## src/hw/regFilePkg.sv

```systemverilog
// ####################
// register file numbering
// value, immediate and identifier types
// special register codes
// ####################

package regFilePkg;

	// register and immediate widths
	localparam int regWidth = 64;
	localparam int immWidth = 33;	// bit 32 is the sign

	localparam int gprCount = 32;
	localparam int regIdWidth = 6;
	localparam int gprIdxWidth = $clog2(gprCount);	// low bits select a bank entry

	typedef logic [regIdWidth-1:0] regId;
	typedef logic [regWidth-1:0] regValue;
	typedef logic [immWidth-1:0] immValue;

	// identifier map
	//   0..31   general registers
	//   32..34  DLR, DHR, SP
	//   35..61  reserved, read as zero and never written
	//   62      lane immediate
	//   63      zero register, also the "no write" destination
	localparam regId regIdDlr = 6'd32;
	localparam regId regIdDhr = 6'd33;
	localparam regId regIdSp = 6'd34;

	localparam regId regIdImm = 6'd62;	// pseudo-source, constant
	localparam regId regIdZzr = 6'd63;	// pseudo-source, constant

endpackage

```

## src/hw/pipePkg.sv

```systemverilog
// ####################
// pipeline-side types
// lane and stage writes, read port vectors
// ####################

package pipePkg;

	localparam int laneCount = 3;
	localparam int readPortCount = 6;	// two per lane

	// which bank holds the newest copy of a register
	typedef logic [$clog2(laneCount)-1:0] laneSel;

	// one lane's writeback, 70 bits
	typedef struct packed {
		regFilePkg::regId dest;
		regFilePkg::regValue value;
	} laneWrite;

	// index 0 is lane A, 2 is lane C
	typedef laneWrite [laneCount-1:0] stageWrites;

	typedef regFilePkg::regId [readPortCount-1:0] readIdVec;
	typedef regFilePkg::regValue [readPortCount-1:0] readValVec;

	// immediate per lane, ports 2i and 2i+1 share lane i
	typedef regFilePkg::immValue [laneCount-1:0] immLaneVec;

	typedef struct packed {
		regFilePkg::regValue dlr;
		regFilePkg::regValue dhr;
		regFilePkg::regValue sp;
	} sprVec;

endpackage

```

## src/hw/specialRegs.sv

```systemverilog
// ####################
// DLR, DHR and SP
// outside reload unless writeback hits
// ####################

`timescale 1ns/1ps

module specialRegs (
	input logic clock,
	input logic rstN,
	input logic writeEnable,
	input pipePkg::stageWrites stage,	// EX3 writeback
	input pipePkg::sprVec sprIn,
	output pipePkg::sprVec sprOut
);

	// next value for one special register
	// later lanes overwrite earlier ones, so C beats B beats A
	function automatic regFilePkg::regValue sprNext(
		input regFilePkg::regId code,
		input pipePkg::stageWrites wr,
		input regFilePkg::regValue outside
	);
		regFilePkg::regValue nxt;

		nxt = outside;
		for (int l = 0; l < pipePkg::laneCount; l++)
		begin
			if (wr[l].dest == code)
				nxt = wr[l].value;
		end
		return nxt;
	endfunction

	always_ff @(posedge clock or negedge rstN)
	begin
		if (!rstN)
		begin
			sprOut <= '0;
		end
		else if (writeEnable)	// frozen on hold or EX3 flush
		begin
			sprOut.dlr <= sprNext(regFilePkg::regIdDlr, stage, sprIn.dlr);
			sprOut.dhr <= sprNext(regFilePkg::regIdDhr, stage, sprIn.dhr);
			sprOut.sp <= sprNext(regFilePkg::regIdSp, stage, sprIn.sp);
		end
	end

endmodule

```

## config.mk

```make
export PLATFORM = sky130hd
export DESIGN_NAME = specialRegs
export DESIGN_NICKNAME = d
export VERILOG_FILES = /design/src/hw/regFilePkg.sv /design/src/hw/pipePkg.sv /design/src/hw/specialRegs.sv
export SDC_FILE = /design/constraint.sdc
export NUM_CORES = 1
export LEC_CHECK = 0
export BUFFER_PORTS_ARGS = -buffer_cell sky130_fd_sc_hd__buf_2
export CAP_MARGIN = 0
export CORE_AREA = 5 5 229 231
export DETAILED_ROUTE_END_ITERATION = 7
export DIE_AREA = 0 0 234 236
export PLACE_DENSITY = 0.5
export SLEW_MARGIN = 25
export SYNTH_ARGS = -nofsm -noshare
export SYNTH_HDL_FRONTEND = slang
export SYNTH_SLANG_ARGS = --single-unit
```

## constraint.sdc

```tcl
create_clock -name clock -period 1.33 [get_ports clock]
set_clock_uncertainty 0.15 [all_clocks]
set_input_delay 0.266 -clock clock [delete_from_list [all_inputs] [get_ports clock]]
set_output_delay 0.266 -clock clock [all_outputs]
set_load 0.03 [all_outputs]
```

-- Word-level counts from Yosys, hierarchy flattened
Cells that the tools add are included.
- register bits: 192
- logic and storage cells: 21
- equality and inequality tests: 9
- muxes and demuxes: 9
- operator list (operator ; number):
    $mux W64 ; 9
    $eq A6 B6 Y1 const B ; 9

-- Logic depth before layout (Yosys ltp)
- word-level depth: 4
- gate-level depth with buffers: 7

-- Least setup slack after synthesis
No wires, ideal clock.
- path type: input to register
- start: in stage[137] (netlist name)
- end: reg sprOut[133] (netlist name)
- library setup time: 126 ps
- data arrival time: 1725 ps
- data required time: 1054 ps
- setup slack: -671 ps
- cell stages on the path: 7
- path buffers: 3
- cells stage by stage: or4b_1 buf_2 or3_1 buf_6 buf_6 o211ai_1 o21ai_1
- word-level cells in the longest chain between the ends: 3
- ends and longest elaborated chain (what ; line ; text):
    start: declaration ; specialRegs.sv:12 ; input pipePkg::stageWrites stage,
    $eq A6 B6 Y1 ; specialRegs.sv:29 ; if (wr[l].dest == code)
    $mux W64 (2 in a row) ; specialRegs.sv:29 ;
    end: declaration ; specialRegs.sv:14 ; output pipePkg::sprVec sprOut
No other way between the ends.
A chain may end at the register's enable or synchronous reset.

-- Final worst setup path
- start: in stage[138] (netlist name)
- end: reg sprOut[182] (netlist name)
The elaborated chain is that of the path after synthesis.

==> impl_metrics.py <==
metrics = {
    "yosys": {
        "ys_seq_elements": 192,
        "syn_avg_cell_area_um2": 8.48,
        "ys_warn_count": 0,
        "synth_cells": 1580,
        "synth.cell_area_mm2": 0.0134,
        "synth_nets": 1985,
        "ys_types": 26,
        "seq_area_frac_synth": 0.359,
    },
    "drt": {
        "drt_iter0_drc": 2110,
        "wl_per_cell_um": 28.9,
        "vias": 19141,
        "vias_per_cell": 5.98,
        "totalWireLength_um": 92600,
        "ant_nets": 0,
        "remaining_drc_errors": 0,
        "first_pass_iters": 5,
    },
    "floorplanning": {
        "die_h_um": 236,
        "rows": 82,
        "dieWidth_um": 234,
        "num_io_pins": 597,
        "coreArea_mm2": 0.0499,
        "dieArea_mm2": 0.0552,
        "initial_core_util": 0.269,
    },
    "final_layout": {
        "largest_reg_flops": 192,
        "reg_top3": "sprOut x192",
        "final_util": 0.525,
        "final_cell_mix": "buf_2, dlygate4sd3_1, buf_6",
        "drive_above_1_share": 0.409,
        "nNetsFinal": 2914,
        "syn2layout_area_growth_pct": 95.5,
        "layout_commonest_cell": "buf_2",
        "regMostFlops": "sprOut",
        "instances_no_fill": 3201,
    },
    "clock_tree": {
        "clock_latency_ps": 500,
        "cts_tree": "built",
        "cts_made_buffers": 17,
        "root_buffer": "clkbuf_16",
        "htreeDepth": 4,
        "cts_num_sinks": 192,
        "path_clk_slew_ps": 80,
        "clock_path_buffers": 2,
    },
    "run_status": {
        "violations": "setup timing",
        "status": "finished with violations",
    },
    "power": {
        "p_switching_mw": 7.21,
        "clkPwrFrac": 0.273,
        "ir_drop_v": 0.000941,
        "powerDensity_mw_per_mm2": 773,
        "p_int_mw": 13.0,
        "power_frac_comb": 0.382,
        "p_seq_frac": 0.344,
        "switching_share": 0.356,
        "power_leakage_nw": 11.6,
    },
    "worst_setup_path": {
        "r2r_setup_slack_ps": -10,
        "cp.required_ps": 1560,
        "worstSetupEndpoint": "sprOut[182]",
        "reg2reg_to": "sprOut[86]",
        "worstSetupStartpointType": "input pin",
        "startpoint": "stage[138]",
        "crit_arrival_ps": 1880,
        "r2r_cells": 4,
        "critPathMaxFanout": 28,
        "worstSetupPathType": "in -> reg",
        "cp-end-kind": "flip-flop",
        "rr_startpoint": "sprOut[86]",
    },
    "global_route": {
        "grt_max_degree": 83,
        "track_usage": 0.311,
        "globalRouteOverflowTotal": 0,
        "antenna_found_initial": 13,
        "grt_first_pass_wirelength_um": 129000,
        "grt_pass1_vias": 19691,
    },
    "sta": {
        "fin_tns_setup_ps": -61800,
        "slew_viol_final": 0,
        "finalCriticalPeriod_ps": 1650,
        "fin_ws_ps": -324,
        "rsz0062_at_grt": "true",
        "timing.fmax_ghz": 0.604,
        "min_period_over_period": 1.24,
        "maxSlewHeadroom": 0.398,
        "tightest_slew_ps": 903,
        "setup_viol": 384,
        "hold_viol": 0,
    },
    "place": {
        "place.gp.congestion": 0.906,
        "dp_slack_ps": -950,
        "portBuffers": 596,
        "hpwlAfterDp_um": 54600,
        "dp_cells": 2768,
    },
    "hold_path": {
        "min_path_type": "in -> reg",
    },
    "job": {
        "max_cap_viol_count": 0,
    },
}
## layer usage
metal / vias up / wire length (um) / track usage
met5: - / 53 / 0
met4: 8 / 6070 / 0.189
met3: 369 / 8720 / 0.0785
met2: 1472 / 42900 / 0.497
met1: 9188 / 34900 / 0.376
li1: 8104 / - / -
## stage by stage
stage	area (um2)	power, mW	hold slack, ps
floorplan	14100	9.78	-180
global placement	18700	12.4	124
detailed placement	18700	12.5	118
CTS	25400	20.0	0.246
global route	26200	20.9	30.0
finish	26200	20.2	36.2
## critical path, cell delays in order
cell	delay, ps
buf_6	90
or4b_4	590
or3_4	400
buf_12	200
o211ai_1	220
o21ai_1	90
## power groups by stage
stage / sequential [mW] / clock (mW) / combinational [mW]
3_5_place_dp: 6.91 / 0 / 5.56
4_1_cts: 6.95 / 5.62 / 7.40
3_3_place_gp: 6.91 / 0 / 5.52
2_1_floorplan: 8.01 / 0 / 1.78
6_report: 6.97 / 5.53 / 7.73
5_1_grt: 7.01 / 5.80 / 8.09
## repair_timing
action / in CTS / in global routing
buffers inserted: 29 / 19
endpoints found under the setup margin: 384 / 384
hold buffers: 322 / 0
pin swaps: 28 / 79
hold endpoints to repair: 384 / 0
gates resized for setup: 547 / 107
gates cloned: 28 / 5
## area by class of cell
type	count	area [um2]
timing repair buffer	1120	10600
sequential	192	4810
tap	672	841
fill	4397	23700
clock inverter	8	77.6
clock buffer	23	508
antenna	8	20.0
multi-input combinational	1178	9360
## synthesized netlist by cell type (all sizes together)
library cell / count / area (um2)
and3b: 1 / 8.76
o21ai: 192 / 961
o211ai: 128 / 971
nand3b: 1 / 7.51
and2: 3 / 18.8
clkbuf: 166 / 623
nor4b: 3 / 32.5
or4b: 1 / 10.0
nor3: 1 / 16.3
nand2: 6 / 22.5
a31oi: 192 / 1200
nor2b: 196 / 1230
and3: 192 / 1200
buf: 45 / 259
nor2: 3 / 13.8
a211oi: 192 / 1440
nand2b: 1 / 6.26
o311ai: 64 / 561
or3: 1 / 6.26
dfrtp: 192 / 4800
## kinds of logic after synthesis
family | after synthesis | share of synthesized area
AO/OA/AOI/OAI | 768 | 0.383
buffers and inverters | 211 | 0.0659
flip-flops | 192 | 0.359
AND/OR/NAND/NOR | 409 | 0.192
## how the worst min path moves through the flow
stage	depth (start not counted)	slack [ps]	end	from
2_1_floorplan	0	-180	sprOut[0]	rstN
3_3_place_gp	1	120	sprOut[86]	rstN
3_5_place_dp	1	120	sprOut[84]	rstN
4_1_cts	4	0.2	sprOut[99]	stage[35]
5_1_grt	4	30	sprOut[94]	stage[30]
6_report	4	40	sprOut[0]	stage[0]
(Power assumes the default switching activity.)
