<file path="src/hw/regFilePkg.sv">
// ####################
// register file numbering
// value, immediate and identifier types
// special register codes
// ####################

package regFilePkg;

	// register and immediate widths
	localparam int regWidth = 64;
	localparam int immWidth = 33;	// bit 32 is the sign

	localparam int gprCount = 32;
	localparam int regIdWidth = 6;
	localparam int gprIdxWidth = $clog2(gprCount);	// low bits select a bank entry

	typedef logic [regIdWidth-1:0] regId;
	typedef logic [regWidth-1:0] regValue;
	typedef logic [immWidth-1:0] immValue;

	// identifier map
	//   0..31   general registers
	//   32..34  DLR, DHR, SP
	//   35..61  reserved, read as zero and never written
	//   62      lane immediate
	//   63      zero register, also the "no write" destination
	localparam regId regIdDlr = 6'd32;
	localparam regId regIdDhr = 6'd33;
	localparam regId regIdSp = 6'd34;

	localparam regId regIdImm = 6'd62;	// pseudo-source, constant
	localparam regId regIdZzr = 6'd63;	// pseudo-source, constant

endpackage

</file>
<file path="src/hw/pipePkg.sv">
// ####################
// pipeline-side types
// lane and stage writes, read port vectors
// ####################

package pipePkg;

	localparam int laneCount = 3;
	localparam int readPortCount = 6;	// two per lane

	// which bank holds the newest copy of a register
	typedef logic [$clog2(laneCount)-1:0] laneSel;

	// one lane's writeback, 70 bits
	typedef struct packed {
		regFilePkg::regId dest;
		regFilePkg::regValue value;
	} laneWrite;

	// index 0 is lane A, 2 is lane C
	typedef laneWrite [laneCount-1:0] stageWrites;

	typedef regFilePkg::regId [readPortCount-1:0] readIdVec;
	typedef regFilePkg::regValue [readPortCount-1:0] readValVec;

	// immediate per lane, ports 2i and 2i+1 share lane i
	typedef regFilePkg::immValue [laneCount-1:0] immLaneVec;

	typedef struct packed {
		regFilePkg::regValue dlr;
		regFilePkg::regValue dhr;
		regFilePkg::regValue sp;
	} sprVec;

endpackage

</file>
<file path="src/hw/readPort.sv">
// ####################
// one read port
// source decode, then EX1..EX3 forwarding
// ####################

`timescale 1ns/1ps

module readPort (
	input regFilePkg::regId regIdIn,
	input regFilePkg::regValue gprValue,	// from the live-value lookup
	input pipePkg::sprVec sprVals,
	input regFilePkg::immValue imm,	// this port's lane immediate
	input pipePkg::stageWrites ex1,
	input pipePkg::stageWrites ex2,
	input pipePkg::stageWrites ex3,
	output regFilePkg::regValue value
);

	regFilePkg::regValue baseValue;
	logic isConst;

	// forward from one stage
	// walked C down to A so that lane A wins inside the stage
	function automatic regFilePkg::regValue fwdStage(
		input pipePkg::stageWrites st,
		input regFilePkg::regId id,
		input regFilePkg::regValue older
	);
		regFilePkg::regValue v;

		v = older;
		for (int l = pipePkg::laneCount - 1; l >= 0; l--)
		begin
			if (st[l].dest == id)
				v = st[l].value;
		end
		return v;
	endfunction

	// source decode
	always_comb
	begin
		isConst = 1'b0;
		baseValue = '0;
		if (regIdIn < regFilePkg::gprCount)
		begin
			baseValue = gprValue;
		end
		else
		begin
			case (regIdIn)
				regFilePkg::regIdDlr: baseValue = sprVals.dlr;
				regFilePkg::regIdDhr: baseValue = sprVals.dhr;
				regFilePkg::regIdSp: baseValue = sprVals.sp;
				regFilePkg::regIdImm:
				begin
					// sign from bit 32
					baseValue = {{(regFilePkg::regWidth - regFilePkg::immWidth){imm[32]}}, imm};
					isConst = 1'b1;
				end
				regFilePkg::regIdZzr:
				begin
					baseValue = '0;
					isConst = 1'b1;
				end
				default: baseValue = '0;	// reserved codes
			endcase
		end
	end

	// forwarding, youngest stage applied last so EX1 wins
	always_comb
	begin
		if (isConst)
		begin
			value = baseValue;	// immediates and zero never forward
		end
		else
		begin
			value = fwdStage(ex1, regIdIn,
				fwdStage(ex2, regIdIn,
				fwdStage(ex3, regIdIn, baseValue)));
		end
	end

endmodule

</file>
<file path="config.mk">
export PLATFORM = sky130hd
export DESIGN_NAME = readPort
export DESIGN_NICKNAME = d
export VERILOG_FILES = /design/src/hw/regFilePkg.sv /design/src/hw/pipePkg.sv /design/src/hw/readPort.sv
export SDC_FILE = /design/constraint.sdc
export NUM_CORES = 1
export LEC_CHECK = 0
export ABC_AREA = 1
export BUFFER_PORTS_ARGS = -buffer_cell sky130_fd_sc_hd__buf_2
export CAP_MARGIN = 20
export CORE_AREA = 2 2 384 386
export DETAILED_ROUTE_END_ITERATION = 12
export DIE_AREA = 0 0 386 388
export PLACE_DENSITY = 0.3
export RECOVER_POWER = 50
export SLEW_MARGIN = 40
export SYNTH_ARGS = -nofsm -noshare
export SYNTH_HDL_FRONTEND = slang
export SYNTH_SLANG_ARGS = --single-unit
</file>
<file path="constraint.sdc">
create_clock -name vclk -period 4.3
set_clock_uncertainty 0.2 [all_clocks]
set_input_delay 0.43 -clock vclk [all_inputs]
set_output_delay 0.43 -clock vclk [all_outputs]
set_load 0.01 [all_outputs]
</file>
Yosys cells after proc, flatten, opt, wreduce, memory -nomap -nowiden. Cells that the tools add are included.

Bits in latches: 0. Output and inout bits: 64. Bits of input ports: 925. Bits in writable memories: 0. Memories kept: 0. ROM bits: 0. Register bits: 0.

$mul: 0. Multiplexer cells: 14. Equality and inequality tests: 14. Bitwise logic cells: 0. Add/subtract/negate cells: 0. Reduce and logical (&&, ||, !) cells: 1. Div/mod/pow operators: 0. Shift operators: 0. Order comparisons: 1.

Operator list (count): 64-bit two-way mux (11); 64-bit case mux with 4 select lines (1); 6-bit == test (9); 6-bit == test (second input constant) (5); 6-bit less-than comparator (second input constant) (1); 1-bit two-way mux (2); 2-bit OR reduction (1).

Longest topological paths before layout.
Depth after elaboration: 13. Depth in mapped cells: 22. Depth with buffers taken out: 20.

Worst setup path before layout. No wires, ideal clock.

Path type: in2out. Start: in regIdIn[5]. End: out value[33]. Arrival: 2053 ps. Data required time: 3670 ps. Stages on the path: 20. Slack: 1617 ps. Path buffers: 4. Cell sequence: buf_4 inv_2 buf_6 nand2_1 nand2_1 nor2_2 nand3_4 buf_6 buf_6 nand3_1 nand2_1 nand2_1 nand2_1 nand2_1 nand2_1 nand2_1 nand3_1 nand3_1 nand2_1 a21oi_1.

Longest elaborated chain between the ends: 13.

Ends and longest elaborated chain: start: declaration (RTL line readPort.sv:9) `input regFilePkg::regId regIdIn,`; 6-bit == test (RTL line readPort.sv:51) `case (regIdIn)`; 64-bit case mux with 4 select lines (RTL line readPort.sv:51); 64-bit two-way mux (RTL line readPort.sv:45) `if (regIdIn < regFilePkg::gprCount)`; 64-bit two-way mux (9 in series) (RTL line readPort.sv:34) `if (st[l].dest == id)`; 64-bit two-way mux (*) (RTL line readPort.sv:74) `if (isConst)`; end: declaration (RTL line readPort.sv:16) `output regFilePkg::regValue value`.

Mark *: on every way between the ends. The rest lies on a longest branch, timed or not.

Worst setup path after layout.
Start: in regIdIn[2]. End: out value[29].

The elaborated chain is that of the path after synthesis.

==> impl_results.html <==
<table>
<tr><th>Metric</th><th>Value</th></tr>
<tr><th colspan="2">Status</th></tr>
<tr><td>Run status</td><td>completed</td></tr>
<tr><th colspan="2">Global routing</th></tr>
<tr><td>Global-route total usage across every layer</td><td>18.5%</td></tr>
<tr><td>Vias in the first global route</td><td>20100</td></tr>
<tr><td>Largest net degree at the start of global routing</td><td>78</td></tr>
<tr><td>First-pass GRT wire length</td><td>186000 um</td></tr>
<tr><td>GRT overflow</td><td>0</td></tr>
<tr><td>Antenna violations before repair</td><td>82</td></tr>
<tr><th colspan="2">Route</th></tr>
<tr><td>Average detailed-routed wire length per instance</td><td>26.7 um</td></tr>
<tr><td>Vias per Instance</td><td>3.68</td></tr>
<tr><td>Total wire length</td><td>145000 um</td></tr>
<tr><td>Number of nets with antenna violations after detailed routing</td><td>0</td></tr>
<tr><td>Via count</td><td>19900</td></tr>
<tr><td>Number of violations reported at the end of detailed-routing iteration 0</td><td>1314</td></tr>
<tr><td>DRT Pass-1 Iters</td><td>7</td></tr>
<tr><td>Number of remaining DRC errors</td><td>0</td></tr>
<tr><th colspan="2">Critical path</th></tr>
<tr><td>Data arrival time of the critical path</td><td>3.46 ns</td></tr>
<tr><td>Type of element capturing the critical path</td><td>output pin</td></tr>
<tr><td>Critical path fanouts, max</td><td>35</td></tr>
<tr><td>Data required time at the worst endpoint</td><td>3.67 ns</td></tr>
<tr><td>Slowest stage delay, CP</td><td>0.38 ns</td></tr>
<tr><td>CP Cell Sequence</td><td>buf_2, xor2_1, nor2_1, nand2_1, nor2_4, buf_12, nor2_1, nand2_1, nand2_1, nand3_1, nand3_1, nand3_1, nand3_1, nand2_1, nand2_1, nand2_1, buf_12, nand2_1, buf_2</td></tr>
<tr><td>Launching element of the worst setup path</td><td>regIdIn[2]</td></tr>
<tr><td>Cell repeated most along the worst path</td><td>nand2_1</td></tr>
<tr><td>Crit start category</td><td>input port</td></tr>
<tr><td>Critical path class</td><td>input port to output pin</td></tr>
<tr><td>Worst-path cell with the longest stage delay</td><td>nor2_1</td></tr>
<tr><th colspan="2">Placed design</th></tr>
<tr><td>Pre-CTS setup slack</td><td>-0.228 ns</td></tr>
<tr><td>Final Wtd Congestion</td><td>0.926</td></tr>
<tr><td>Port-buffer cells</td><td>989</td></tr>
<tr><td>Post-detail-place hpwl</td><td>129000 um</td></tr>
<tr><th colspan="2">Hold path</th></tr>
<tr><td>Worst Hold Class</td><td>input port to output pin</td></tr>
<tr><td>Start point of the worst hold path</td><td>imm[14]</td></tr>
<tr><th colspan="2">Synthesis</th></tr>
<tr><td>Yosys Warn Count</td><td>0</td></tr>
<tr><td>Largest area contributor in the netlist</td><td>nand2_1</td></tr>
<tr><td>Gate Count Post-Synth</td><td>2556</td></tr>
<tr><td>Sequential element share of the synthesized area</td><td>0%</td></tr>
<tr><td>Average cell area after synthesis</td><td>4.34 um^2</td></tr>
<tr><td>Share of the synthesized area in the top cell type</td><td>36.1%</td></tr>
<tr><td>Count of unique library cells instantiated by Yosys</td><td>34</td></tr>
<tr><td>Mapped Nets</td><td>3481</td></tr>
<tr><td>Dominant cells by area after synthesis</td><td>nand2_1 36%, nand3_1 15%, nor2_1 10%</td></tr>
<tr><td>Combined area of all synthesized cells</td><td>0.0111 mm^2</td></tr>
<tr><th colspan="2">Final layout</th></tr>
<tr><td>Clock buffers</td><td>0</td></tr>
<tr><td>Final-stage net count</td><td>4405</td></tr>
<tr><td>Num sequential</td><td>0</td></tr>
<tr><td>Commonest cells after routing, fill and taps aside</td><td>1067 x nand2_1, 981 x buf_2, 322 x nand3_1, 302 x nor2_1, 253 x inv_1</td></tr>
<tr><td>Share of cells above drive strength 1</td><td>34.3%</td></tr>
<tr><td>Most common cell after layout, fill and taps aside</td><td>nand2_1</td></tr>
<tr><td>Area used by multi-input combinational logic</td><td>0.00927 mm^2</td></tr>
<tr><td>FILL cells</td><td>17800</td></tr>
<tr><td>Area taken by flip-flops and latches</td><td>0 um^2</td></tr>
<tr><td>Signed area change from the synthesized netlist to the final layout</td><td>71.1%</td></tr>
<tr><th colspan="2">Floorplan</th></tr>
<tr><td>Die Y-Extent</td><td>388 um</td></tr>
<tr><td>Core area</td><td>0.145 mm^2</td></tr>
<tr><td>Number of primary I/O pins</td><td>989</td></tr>
<tr><td>Initial standard-cell utilization of the core</td><td>7.65%</td></tr>
<tr><td>Horizontal extent of the die</td><td>386 um</td></tr>
<tr><td>Row Count</td><td>140</td></tr>
<tr><td>Die outline area</td><td>0.150 mm^2</td></tr>
<tr><th colspan="2">Power and ir drop</th></tr>
<tr><td>Switching power</td><td>0.00135 W</td></tr>
<tr><td>Power per unit of standard cell area</td><td>111 mW/mm^2</td></tr>
<tr><td>Cell-internal power</td><td>0.000765 W</td></tr>
<tr><td>Leakage component of the power</td><td>11.2 nW</td></tr>
<tr><td>Clock group share of total power</td><td>0%</td></tr>
<tr><td>Portion of total power attributed to combinational logic</td><td>100.0%</td></tr>
<tr><td>Peak ir drop on the vdd network</td><td>0.0379 mV</td></tr>
<tr><td>Net Sw Frac</td><td>63.8%</td></tr>
<tr><td>Total power draw</td><td>0.00212 W</td></tr>
<tr><td>Reg power frac</td><td>0%</td></tr>
<tr><th colspan="2">Timing</th></tr>
<tr><td>Hold Fails Final Rpt</td><td>0</td></tr>
<tr><td>Unrepaired setup endpoints after global routing</td><td>no</td></tr>
<tr><td>Setup ws final</td><td>0.210 ns</td></tr>
<tr><td>Slew HR</td><td>55.7%</td></tr>
<tr><td>Total of endpoints with negative setup slack in the final report</td><td>0</td></tr>
<tr><td>Maximum clock frequency</td><td>245 MHz</td></tr>
<tr><td>Final worst-path cycle share</td><td>95.1%</td></tr>
<tr><td>Min cycle time layout</td><td>4.09 ns</td></tr>
<tr><td>Worst slew pin tran</td><td>0.658 ns</td></tr>
<tr><td>Total count of max-transition violations in the final report</td><td>0</td></tr>
<tr><th colspan="2">Run</th></tr>
<tr><td>Max Cap Viol</td><td>0</td></tr>
<tr><th colspan="2">Clocking</th></tr>
<tr><td>Hold bufs inserted after CTS</td><td>0</td></tr>
</table>
[kinds of logic after synthesis]
family,Yosys count,share of synthesized area [%]
buf+inv,447,17.5
xor+xnor,21,1.66
simple gates,1821,68.3
compound gates,267,12.5
[cell usage after synthesis, types with 2 or more instances]
cell type,number
o21ai_0,64
o22ai_1,2
or2_2,36
buf_2,67
clkbuf_1,73
nand4_1,10
xnor2_1,5
or2_0,18
nand3_1,325
nand2_2,3
nor3b_1,4
buf_4,23
a21oi_1,188
nor2_1,304
nor2_2,19
inv_2,10
xor2_1,16
or2_1,21
buf_1,8
o21ai_1,6
inv_1,253
buf_6,13
o211ai_2,4
and2_1,6
nand2_1,1069
[area by class of cell]
cell class,count,area share [%]
Multi-Input combinational cell,2109,48.8
Timing Repair Buffer,1106,33.1
Tap cell,1917,12.6
Inverter,263,5.22
Antenna cell,20,0.263
[layer usage]
layer	vias to the layer above	track usage, %	part of all wire, %	wire length [um]
li1	9742	-	-	-
met1	9248	22.6	41	59400
met2	764	34.0	51	73400
met3	104	4.00	7.4	10700
met4	62	1.10	0.65	935
met5	-	0	0.25	356
[timing repair]
item / in CTS / in global routing
setup buffers: 0 / 1
pin swaps: 0 / 1
resized for setup: 3 / 2
endpoints found under the setup margin: 4 / 2
[path summary, 6_finish.rpt]
check / end / slack, ns / cells after the start
max: value[29] / 0.21 / 19
min: value[14] / 1.00 / 4
[stage by stage]
stage,cells,utilization [%],hold slack [ns],setup TNS (ns),area [um^2]
finish,5415,13.1,1.00,0,19000
global route,5402,13.1,1.02,0,19000
CTS,5394,13.1,0.997,0,19000
detailed placement,5394,13.1,0.997,-0.278,19000
global placement,5394,13.1,0.989,-0.366,19000
floorplan,2556,-,0.803,0,11100
[critical path: cells and delay by family]
kind                   cells  cell delay, ns
buffers and inverters      4            0.70
XOR/XNOR                   1            0.18
AND/OR/NAND/NOR           14            2.09
[power groups by stage]
stage / sequential [W] / clock, W / combinational (W)
after global placement: 0 / 0 / 0.00221
after floorplan: 0 / 0 / 0.000762
after detailed placement: 0 / 0 / 0.00220
after CTS: 0 / 0 / 0.00221
after global routing: 0 / 0.000000000219 / 0.00232
final: 0 / 0.000000000541 / 0.00212
Power figures use the tool's default switching activity.
